===== src/rtl/display_pkg.sv =====
package display_pkg;

    // active low, bit 0 = seg a ... bit 6 = seg g
    typedef logic [6:0] seg_t;

    // width of the status counters
    localparam int COUNT_W = 8;

    function automatic seg_t hex_to_seg(input logic [3:0] nibble);
        case (nibble)
            4'h0: return 7'b1000000;
            4'h1: return 7'b1111001;
            4'h2: return 7'b0100100;
            4'h3: return 7'b0110000;
            4'h4: return 7'b0011001;
            4'h5: return 7'b0010010;
            4'h6: return 7'b0000010;
            4'h7: return 7'b1111000;
            4'h8: return 7'b0000000;
            4'h9: return 7'b0010000;
            4'hA: return 7'b0001000;
            4'hB: return 7'b0000011;
            4'hC: return 7'b1000110;
            4'hD: return 7'b0100001;
            4'hE: return 7'b0000110;
            default: return 7'b0001110;
        endcase
    endfunction

endpackage


===== src/rtl/canvas_pkg.sv =====
package canvas_pkg;

    // drawing area geometry
    localparam int CANVAS_DIM    = 30;
    localparam int CANVAS_PIXELS = CANVAS_DIM * CANVAS_DIM;

    // cursor position on one axis, 0..29
    typedef logic [4:0] coord_t;
    // row-major pixel number, y * 30 + x
    typedef logic [9:0] pix_index_t;
    // grey level handed to the classifier
    typedef logic [7:0] pixel_t;

    localparam pixel_t PIXEL_INK   = 8'hFF;
    localparam pixel_t PIXEL_BLANK = 8'h00;

    // one decoded mouse report
    // positive move_y points down the canvas
    typedef struct packed {
        logic              valid;
        logic              btn_left;
        logic              btn_right;
        logic signed [8:0] move_x;
        logic signed [8:0] move_y;
    } mouse_evt_t;

    // one streamed pixel
    typedef struct packed {
        logic       valid;
        pix_index_t index;
        pixel_t     value;
    } pixel_beat_t;

endpackage

===== src/rtl/digit_capture_top.sv =====
`timescale 1ns/10ps

module digit_capture_top #(
    parameter int DEBOUNCE_CYCLES = 16,
    parameter int CNT_WIDTH       = display_pkg::COUNT_W
) (
    input  logic                        i_clk,
    input  logic                        i_rst_n,
    input  logic                        i_key_n,
    input  canvas_pkg::mouse_evt_t      i_mouse,
    output canvas_pkg::pixel_beat_t     o_pixel,
    output logic                        o_frame_done,
    output display_pkg::seg_t [1:0]     o_hex_frames,
    output display_pkg::seg_t [1:0]     o_hex_pixels
);
    import canvas_pkg::*;

    // scan key
    logic                     key_press;
    // live drawing
    logic [CANVAS_PIXELS-1:0] canvas_bits;
    // scan control
    logic                     scan_load;
    logic                     scan_shift;
    logic                     beat_valid;
    logic                     frame_done;
    pix_index_t               beat_index;
    pixel_t                   beat_value;
    // status counts
    logic [CNT_WIDTH-1:0]     frame_count;
    logic [CNT_WIDTH-1:0]     pixel_count;

    key_debounce #(.DEBOUNCE_CYCLES(DEBOUNCE_CYCLES)) u_key_debounce (
        .i_clk   (i_clk),
        .i_rst_n (i_rst_n),
        .i_key_n (i_key_n),
        .o_press (key_press)
    );

    stroke_canvas u_stroke_canvas (
        .i_clk    (i_clk),
        .i_rst_n  (i_rst_n),
        .i_mouse  (i_mouse),
        .o_canvas (canvas_bits)
    );

    scan_ctrl u_scan_ctrl (
        .i_clk        (i_clk),
        .i_rst_n      (i_rst_n),
        .i_press      (key_press),
        .o_load       (scan_load),
        .o_shift      (scan_shift),
        .o_index      (beat_index),
        .o_beat_valid (beat_valid),
        .o_frame_done (frame_done)
    );

    pixel_serializer u_pixel_serializer (
        .i_clk    (i_clk),
        .i_rst_n  (i_rst_n),
        .i_load   (scan_load),
        .i_shift  (scan_shift),
        .i_canvas (canvas_bits),
        .o_value  (beat_value)
    );

    // beat built from control and data halves
    assign o_pixel      = '{valid: beat_valid, index: beat_index, value: beat_value};
    assign o_frame_done = frame_done;

    // finished frames
    event_counter #(.CNT_WIDTH(CNT_WIDTH)) u_frame_counter (
        .i_clk    (i_clk),
        .i_rst_n  (i_rst_n),
        .i_strobe (frame_done),
        .o_count  (frame_count)
    );

    // streamed pixels, pinned at max after the first frame
    event_counter #(.CNT_WIDTH(CNT_WIDTH)) u_pixel_counter (
        .i_clk    (i_clk),
        .i_rst_n  (i_rst_n),
        .i_strobe (beat_valid),
        .o_count  (pixel_count)
    );

    // low byte of each count on two digits
    hex_display u_frame_display (
        .i_clk    (i_clk),
        .i_rst_n  (i_rst_n),
        .i_value  (frame_count[7:0]),
        .o_seg_hi (o_hex_frames[1]),
        .o_seg_lo (o_hex_frames[0])
    );

    hex_display u_pixel_display (
        .i_clk    (i_clk),
        .i_rst_n  (i_rst_n),
        .i_value  (pixel_count[7:0]),
        .o_seg_hi (o_hex_pixels[1]),
        .o_seg_lo (o_hex_pixels[0])
    );

endmodule


===== src/rtl/hex_display.sv =====
`timescale 1ns/10ps

module hex_display (
    input  logic              i_clk,
    input  logic              i_rst_n,
    input  logic [7:0]        i_value,
    output display_pkg::seg_t o_seg_hi,
    output display_pkg::seg_t o_seg_lo
);
    import display_pkg::*;

    // upper and lower nibble of the byte shown
    logic [3:0] nib_hi;
    logic [3:0] nib_lo;

    assign nib_hi = i_value[7:4];
    assign nib_lo = i_value[3:0];

    always_ff @(posedge i_clk) begin
        if (!i_rst_n) begin
            // blank count reads 00
            o_seg_hi <= hex_to_seg(4'h0);
            o_seg_lo <= hex_to_seg(4'h0);
        end else begin
            o_seg_hi <= hex_to_seg(nib_hi);
            o_seg_lo <= hex_to_seg(nib_lo);
        end
    end

endmodule


===== src/rtl/event_counter.sv =====
`timescale 1ns/10ps

module event_counter #(
    parameter int CNT_WIDTH = display_pkg::COUNT_W
) (
    input  logic                 i_clk,
    input  logic                 i_rst_n,
    input  logic                 i_strobe,
    output logic [CNT_WIDTH-1:0] o_count
);

    // count stops at all ones
    logic at_max;

    assign at_max = &o_count;

    always_ff @(posedge i_clk) begin
        if (!i_rst_n) begin
            o_count <= '0;
        end else if (i_strobe && !at_max) begin
            o_count <= o_count + 1'b1;
        end
    end

endmodule


===== src/rtl/pixel_serializer.sv =====
`timescale 1ns/10ps

module pixel_serializer (
    input  logic                                 i_clk,
    input  logic                                 i_rst_n,
    input  logic                                 i_load,
    input  logic                                 i_shift,
    input  logic [canvas_pkg::CANVAS_PIXELS-1:0] i_canvas,
    output canvas_pkg::pixel_t                   o_value
);
    import canvas_pkg::*;

    // frozen copy of the canvas, bit 0 is the pixel on air
    logic [CANVAS_PIXELS-1:0] snap;

    always_ff @(posedge i_clk) begin
        if (!i_rst_n) begin
            snap <= '0;
        end else if (i_load) begin
            // later strokes stay out of this frame
            snap <= i_canvas;
        end else if (i_shift) begin
            // next row-major bit moves down to bit 0
            snap <= {1'b0, snap[CANVAS_PIXELS-1:1]};
        end
    end

    // one bit widened to a full grey level
    assign o_value = snap[0] ? PIXEL_INK : PIXEL_BLANK;

endmodule


===== src/rtl/scan_ctrl.sv =====
`timescale 1ns/10ps

module scan_ctrl (
    input  logic                   i_clk,
    input  logic                   i_rst_n,
    input  logic                   i_press,
    output logic                   o_load,
    output logic                   o_shift,
    output canvas_pkg::pix_index_t o_index,
    output logic                   o_beat_valid,
    output logic                   o_frame_done
);
    import canvas_pkg::*;

    typedef enum logic [1:0] {
        ST_IDLE,
        ST_LOAD,
        ST_STREAM
    } scan_state_t;

    localparam pix_index_t LAST_INDEX = pix_index_t'(CANVAS_PIXELS - 1);

    scan_state_t state;

    always_ff @(posedge i_clk) begin
        if (!i_rst_n) begin
            state        <= ST_IDLE;
            o_index      <= '0;
            o_frame_done <= 1'b0;
        end else begin
            o_frame_done <= 1'b0;
            case (state)
                // presses only count here
                ST_IDLE: if (i_press) begin
                    state <= ST_LOAD;
                end
                // snapshot taken this cycle
                ST_LOAD: begin
                    state   <= ST_STREAM;
                    o_index <= '0;
                end
                ST_STREAM: begin
                    if (o_index == LAST_INDEX) begin
                        state        <= ST_IDLE;
                        o_index      <= '0;
                        o_frame_done <= 1'b1;
                    end else begin
                        o_index <= o_index + 1'b1;
                    end
                end
                default: state <= ST_IDLE;
            endcase
        end
    end

    // serializer steps once per beat
    assign o_load       = (state == ST_LOAD);
    assign o_shift      = (state == ST_STREAM);
    assign o_beat_valid = (state == ST_STREAM);

    // one beat per canvas pixel between the snapshot and frame done
    a_frame_length : assert property (@(posedge i_clk) disable iff (!i_rst_n)
        o_load |-> ##(CANVAS_PIXELS + 1) o_frame_done);
    // frame done only right after the last pixel
    a_done_after_last : assert property (@(posedge i_clk) disable iff (!i_rst_n)
        o_frame_done |-> ($past(o_beat_valid) && $past(o_index) == LAST_INDEX));

endmodule


===== src/rtl/stroke_canvas.sv =====
`timescale 1ns/10ps

module stroke_canvas (
    input  logic                                   i_clk,
    input  logic                                   i_rst_n,
    input  canvas_pkg::mouse_evt_t                 i_mouse,
    output logic [canvas_pkg::CANVAS_PIXELS-1:0]   o_canvas
);
    import canvas_pkg::*;

    // cursor position
    coord_t     cur_x;
    coord_t     cur_y;
    // cursor after this event
    coord_t     next_x;
    coord_t     next_y;
    // bit touched by the left button
    pix_index_t draw_index;

    // add a signed move and pin the result inside the canvas
    function automatic coord_t clamp_move(input coord_t pos, input logic signed [8:0] delta);
        logic signed [10:0] sum;
        sum = $signed({6'd0, pos}) + delta;
        if (sum < 0) begin
            return '0;
        end else if (sum > CANVAS_DIM - 1) begin
            return coord_t'(CANVAS_DIM - 1);
        end else begin
            return coord_t'(sum);
        end
    endfunction

    always_comb begin
        next_x     = clamp_move(cur_x, i_mouse.move_x);
        next_y     = clamp_move(cur_y, i_mouse.move_y);
        // row major, y * 30 + x
        draw_index = pix_index_t'(next_y) * pix_index_t'(CANVAS_DIM) + pix_index_t'(next_x);
    end

    always_ff @(posedge i_clk) begin
        if (!i_rst_n) begin
            // cursor starts mid canvas
            cur_x    <= coord_t'(CANVAS_DIM / 2);
            cur_y    <= coord_t'(CANVAS_DIM / 2);
            o_canvas <= '0;
        end else if (i_mouse.valid) begin
            cur_x <= next_x;
            cur_y <= next_y;
            // clear beats draw
            if (i_mouse.btn_right) begin
                o_canvas <= '0;
            end else if (i_mouse.btn_left) begin
                o_canvas[draw_index] <= 1'b1;
            end
        end
    end

    // clamp must hold across every sequence of moves
    a_cursor_in_range : assert property (@(posedge i_clk) disable iff (!i_rst_n)
        (cur_x <= coord_t'(CANVAS_DIM - 1)) && (cur_y <= coord_t'(CANVAS_DIM - 1)));

endmodule


===== src/rtl/key_debounce.sv =====
`timescale 1ns/10ps

module key_debounce #(
    parameter int DEBOUNCE_CYCLES = 16
) (
    input  logic i_clk,
    input  logic i_rst_n,
    input  logic i_key_n,
    output logic o_press
);
    localparam int TIMER_W = $clog2(DEBOUNCE_CYCLES + 1);

    // two flop synchronizer, idles high
    logic [1:0]         key_sync;
    // accepted key level after filtering
    logic               key_level;
    // samples since the key left the accepted level
    logic [TIMER_W-1:0] stable_cnt;

    always_ff @(posedge i_clk) begin
        if (!i_rst_n) begin
            key_sync   <= 2'b11;
            key_level  <= 1'b1;
            stable_cnt <= '0;
            o_press    <= 1'b0;
        end else begin
            key_sync <= {key_sync[0], i_key_n};
            o_press  <= 1'b0;
            if (key_sync[1] == key_level) begin
                // bounce back, start over
                stable_cnt <= '0;
            end else if (stable_cnt == TIMER_W'(DEBOUNCE_CYCLES - 1)) begin
                // held long enough, accept new level
                stable_cnt <= '0;
                key_level  <= key_sync[1];
                // only the falling edge counts as a press
                o_press    <= ~key_sync[1];
            end else begin
                stable_cnt <= stable_cnt + 1'b1;
            end
        end
    end

    // a press is a single cycle strobe
    a_press_single : assert property (@(posedge i_clk) disable iff (!i_rst_n)
        o_press |=> !o_press);

endmodule


===== config.mk =====
export PLATFORM = sky130hd
export DESIGN_NAME = digit_capture_top
export DESIGN_NICKNAME = d
export VERILOG_FILES = /design/src/rtl/display_pkg.sv /design/src/rtl/canvas_pkg.sv /design/src/rtl/digit_capture_top.sv /design/src/rtl/hex_display.sv /design/src/rtl/event_counter.sv /design/src/rtl/pixel_serializer.sv /design/src/rtl/scan_ctrl.sv /design/src/rtl/stroke_canvas.sv /design/src/rtl/key_debounce.sv
export SDC_FILE = /design/constraint.sdc
export NUM_CORES = 2
export LEC_CHECK = 0
export CAP_MARGIN = 20
export CORE_MARGIN = 5
export CORE_UTILIZATION = 30
export CTS_CLUSTER_SIZE = 12
export DETAILED_ROUTE_END_ITERATION = 8
export DONT_BUFFER_PORTS = 1
export PLACE_DENSITY = 0.5
export SETUP_SLACK_MARGIN = 0.3
export SYNTH_ARGS = -nofsm -noshare
export SYNTH_HDL_FRONTEND = slang
export SYNTH_HIERARCHICAL = 1
export SYNTH_SLANG_ARGS = --single-unit
export TNS_END_PERCENT = 30

===== constraint.sdc =====
create_clock -name i_clk -period 10.8 [get_ports i_clk]
set_clock_uncertainty 0.05 [all_clocks]
set_input_delay 2.16 -clock i_clk [delete_from_list [all_inputs] [get_ports i_clk]]
set_output_delay 2.16 -clock i_clk [all_outputs]
set_load 0.02 [all_outputs]

==> Implementation_results.wiki <==
{| class="wikitable"
! Metric !! Value
|-
| Height of the chip || 525 µm
|-
| Post-CTS Setup Repair Bufs || 0
|-
| Total of endpoints with negative setup slack in the final report || 0
|-
| Number of buffers created by CTS || 205
|-
| Average wire per cell in the routed design || 17.9 µm
|-
| Detailed-route DRC error count || 0
|-
| Post-Route Hold Slack || 0.367 ns
|-
| Largest net degree at the start of global routing || 974
|-
| RSZ-0062 raised after global routing || false
|-
| Post-CTS clock slew at the launch and capture registers of the worst setup and hold paths || 0.06 ns
|-
| Largest fanout on the critical path || 158
|-
| DPL Wire Length || 112,000 µm
|-
| Hold Vio Cnt, Final || 0
|-
| Clock latency reported for the late side of the worst-skew pair || 0.88 ns
|-
| Total number of clock tree sinks || 1,876
|-
| Violated checks || max-slew violations
|-
| Via density per instance || 4.84
|-
| Initial antenna violation count || 10
|-
| Iteration-0 DRC count of the detailed router || 3,282
|-
| First-pass GRT wire length || 317,000 µm
|-
| Post-synthesis sequential element count || 1,876
|-
| Die boundary width || 525 µm
|-
| 1st-pass router iterations || 5
|-
| Fmax || 0.108 GHz
|-
| Hold crit path type || flop to flop
|-
| Number of nets produced by synthesis || 8,009
|-
| Share of final-layout standard cells stronger than drive strength 1 || 17.8%
|-
| Vias in the first global route || 54,300
|-
| # hold bufs at CTS || 0
|-
| Setup_tns || 0 ns
|-
| Number of core rows || 189
|-
| Number of gates resized after cts || 0
|-
| Worst vdd ir || 166 µV
|-
| Minimum period implied by the final worst setup slack || 9.30 ns
|-
| Effective utilization at floorplan || 30.0%
|-
| Async set-or-reset flop fraction in the synthesized netlist || 0%
|-
| # placed instances || 10,900
|-
| Most area-hungry cell type in the Yosys netlist || sky130_fd_sc_hd__dfxtp_1
|-
| Total global routing track utilization || 14.0%
|-
| Area of the die || 0.275 mm²
|-
| Arrival time reported for the critical path endpoint || 9.95 ns
|-
| Count of cell types in the netlist || 90
|-
| Maximum count of clock buffers along a single path || 4
|-
| Most used flip-flop cell after synthesis || sky130_fd_sc_hd__dfxtp_1
|-
| Lkg Pwr || 41.5 nW
|-
| Sort of element at the start of the critical path || input port
|-
| Count of nets after finishing || 7,662
|-
| Placeable core area || 0.265 mm²
|-
| Relative slew margins || -170%
|-
| Syn Inst Count || 7,913
|-
| Maximum capacitance violations || 0
|-
| Slew at the pin with the worst max-slew slack || 4.05 ns
|-
| Clk Tree Root Cell || sky130_fd_sc_hd__clkbuf_16
|-
| Synth-to-Final Area Change || 10.9%
|-
| Class of the most critical setup path || input port to flop
|-
| Post-route clock period utilization || 86.1%
|-
| CTS tree || built
|-
| Total Routed Length || 201,000 µm
|-
| Required arrival time at the worst endpoint || 11.46 ns
|-
| CTS H-Tree Depth || 4
|-
| Element type at the critical path end || flop
|-
| Count of input and output buffers || 0
|-
| Count of nets left with antenna violations after detail routing || 0
|-
| Netlist Area Pre-Place || 0.0795 mm²
|-
| Number of top-level pins || 72
|-
| Overall overflow remaining after global route || 0
|-
| Number of max-slew violations in the final report || 906
|-
| Areal power density over the cells || 170 mW/mm²
|-
| Outcome || complete, but fails checks
|-
| Synth Warn # || 6
|-
| Layout Cells excl Fill || 11,300
|-
| Number of enable flip-flop cells after synthesis || 0
|-
| Cells taking the most area after synthesis || sky130_fd_sc_hd__dfxtp_1, sky130_fd_sc_hd__mux2_2, sky130_fd_sc_hd__o211a_1
|-
| Routability-driven placement congestion ratio || 0.760
|-
| Portion of the post-synthesis area used by sequential elements || 47.2%
|-
| Number of vias after detailed routing || 54,500
|-
| Average cell area after synthesis || 10.0 µm²
|-
| Fraction of post-synthesis cell area in the top cell type by area || 47.2%
|}
synthesized netlist by cell type, types with 5 or more instances:
master and number:
sky130_fd_sc_hd__dfxtp_1 1876, sky130_fd_sc_hd__nand2_1 1220, sky130_fd_sc_hd__o211a_1 905, sky130_fd_sc_hd__mux2_2 900, sky130_fd_sc_hd__o21ai_1 806, sky130_fd_sc_hd__nand2b_1 762, sky130_fd_sc_hd__clkbuf_1 289, sky130_fd_sc_hd__buf_2 227
sky130_fd_sc_hd__or2b_1 149, sky130_fd_sc_hd__o21ai_0 132, sky130_fd_sc_hd__buf_6 115, sky130_fd_sc_hd__ha_1 62, sky130_fd_sc_hd__nor2_1 53, sky130_fd_sc_hd__a21oi_1 41, sky130_fd_sc_hd__inv_1 40, sky130_fd_sc_hd__nand3_1 40
sky130_fd_sc_hd__mux2i_1 24, sky130_fd_sc_hd__buf_4 23, sky130_fd_sc_hd__o22ai_1 20, sky130_fd_sc_hd__xnor2_1 13, sky130_fd_sc_hd__nor2b_1 12, sky130_fd_sc_hd__xor2_1 11, sky130_fd_sc_hd__fa_1 10, sky130_fd_sc_hd__nor3_1 10
sky130_fd_sc_hd__a31oi_1 9, sky130_fd_sc_hd__and3_1 9, sky130_fd_sc_hd__nand4_1 9, sky130_fd_sc_hd__o31ai_2 9, sky130_fd_sc_hd__o21a_1 8, sky130_fd_sc_hd__nor3b_1 6, sky130_fd_sc_hd__o211ai_1 6, sky130_fd_sc_hd__o32ai_1 6
sky130_fd_sc_hd__a21boi_0 5
final cells by class:
class / count / area (µm²)
sequential: 1876 / 37600
timing repair buffer: 101 / 1070
antenna: 15 / 37.5
inverter: 41 / 154
clock inverter: 28 / 348
fill: 26900 / 176000
multi-input combinational: 5341 / 38400
tap: 3533 / 4420
clock buffer: 319 / 6180
metrics by stage:
stage | utilization (%) | setup WS, ns | total power, W | instance area [µm²]
finish | 33.3 | 1.50 | 0.0150 | 88200
global placement | 30.8 | 1.01 | 0.00832 | 81500
floorplan | - | 2.49 | 0.00785 | 79500
CTS | 33.3 | 1.81 | 0.0153 | 88100
detailed placement | 30.8 | 0.961 | 0.00833 | 81600
global route | 33.3 | 1.33 | 0.0156 | 88200
cell families (layout without fill, tap and decap cells):
kind of cell	Yosys count	in the layout	share of synthesized area, %
AOI/OAI and AO/OA	1999	1999	18.8
xor gates and xnor gates	24	24	0.264
adders and majority gates	72	72	1.23
buffers and inverters	696	489	4.84
DFF	1876	1876	47.2
muxes	926	926	13.1
other	0	15	0
and+or+nand+nor	2320	2320	14.6
state kept, by name, summed over array words and instances, names as in the netlist, 7 cells and up:
| signal | flops |
|---|---|
| u_frame_display/o_seg_hi | 7 |
| u_frame_display/o_seg_lo | 7 |
| u_pixel_serializer/snap | 900 |
| u_frame_counter/o_count | 8 |
| u_pixel_display/o_seg_lo | 7 |
| u_stroke_canvas/o_canvas | 900 |
| u_pixel_counter/o_count | 8 |
| u_pixel_display/o_seg_hi | 7 |
| u_scan_ctrl/o_index | 10 |
worst max-delay path, stage by stage:
cell and delay, ns:
sky130_fd_sc_hd__ha_1 0.21, sky130_fd_sc_hd__fa_1 0.40, sky130_fd_sc_hd__a21o_1 0.17, sky130_fd_sc_hd__a21oi_1 0.22
sky130_fd_sc_hd__mux2_2 0.37, sky130_fd_sc_hd__a32o_1 0.25, sky130_fd_sc_hd__o21bai_1 0.23, sky130_fd_sc_hd__a41oi_1 0.13
sky130_fd_sc_hd__a21boi_0 0.51, sky130_fd_sc_hd__fa_1 0.56, sky130_fd_sc_hd__fa_1 0.56, sky130_fd_sc_hd__inv_1 0.07
sky130_fd_sc_hd__fa_1 0.48, sky130_fd_sc_hd__and2b_1 0.27, sky130_fd_sc_hd__o22ai_2 0.11, sky130_fd_sc_hd__xor2_1 0.71
sky130_fd_sc_hd__nor3_1 0.34, sky130_fd_sc_hd__nor4_1 0.87, sky130_fd_sc_hd__o21ai_4 0.10, sky130_fd_sc_hd__buf_12 0.26
sky130_fd_sc_hd__o21ai_1 0.44
cell usage in the layout, fill, tap and decap left out, drive strengths merged, types with 5 or more instances in the layout:
master  count
clkinv     17
a31oi      10
nand4      11
clkbuf    319
bufinv      7
o211a     905
o32ai       6
diode      15
a21oi      44
and3       11
mux2      902
nand2    1220
mux2i      24
nor3       13
and4        8
nand2b    763
inv        44
xor2       11
nor3b       6
dfxtp    1876
o21ai     939
o211ai      6
or2b      149
o31ai      11
or2         5
o21a        8
nand3      41
and2        5
fa         10
ha         62
buf       101
nor2b      12
o22ai      21
nor2       53
xnor2      13
a21boi      6
where the power goes:
| group | total (W) | leakage [nW] | switching (W) | internal [W] |
|---|---|---|---|---|
| registers | 0.00694 | 15.1 | 0.00000542 | 0.00693 |
| logic | 0.00124 | 23.2 | 0.00103 | 0.000209 |
| clock network | 0.00686 | 3.21 | 0.00280 | 0.00406 |
| total | 0.0150 | 41.5 | 0.00383 | 0.0112 |
routing by layer:
layer / up-vias / wire length, µm / global-route usage, % / part of all wire [%]
met5: - / 0 / 0 / 0
met1: 26600 / 94200 / 18.4 / 47
li1: 27000 / - / - / -
met2: 638 / 95000 / 24.1 / 47
met3: 276 / 6160 / 1.80 / 3.1
met4: 0 / 5570 / 4.00 / 2.8
final timing paths:
check,to,from,slack [ns],cells after the start
max,u_stroke_canvas/o_canvas[376],i_mouse[0],1.50,21
min,u_key_debounce/key_sync[1],u_key_debounce/key_sync[0],0.37,1
max reg2reg,u_stroke_canvas/o_canvas[376],u_stroke_canvas/cur_y[0],2.48,21
min reg2reg,u_key_debounce/key_sync[1],u_key_debounce/key_sync[0],0.37,1
Note: power is estimated with default switching activity, not from simulation.
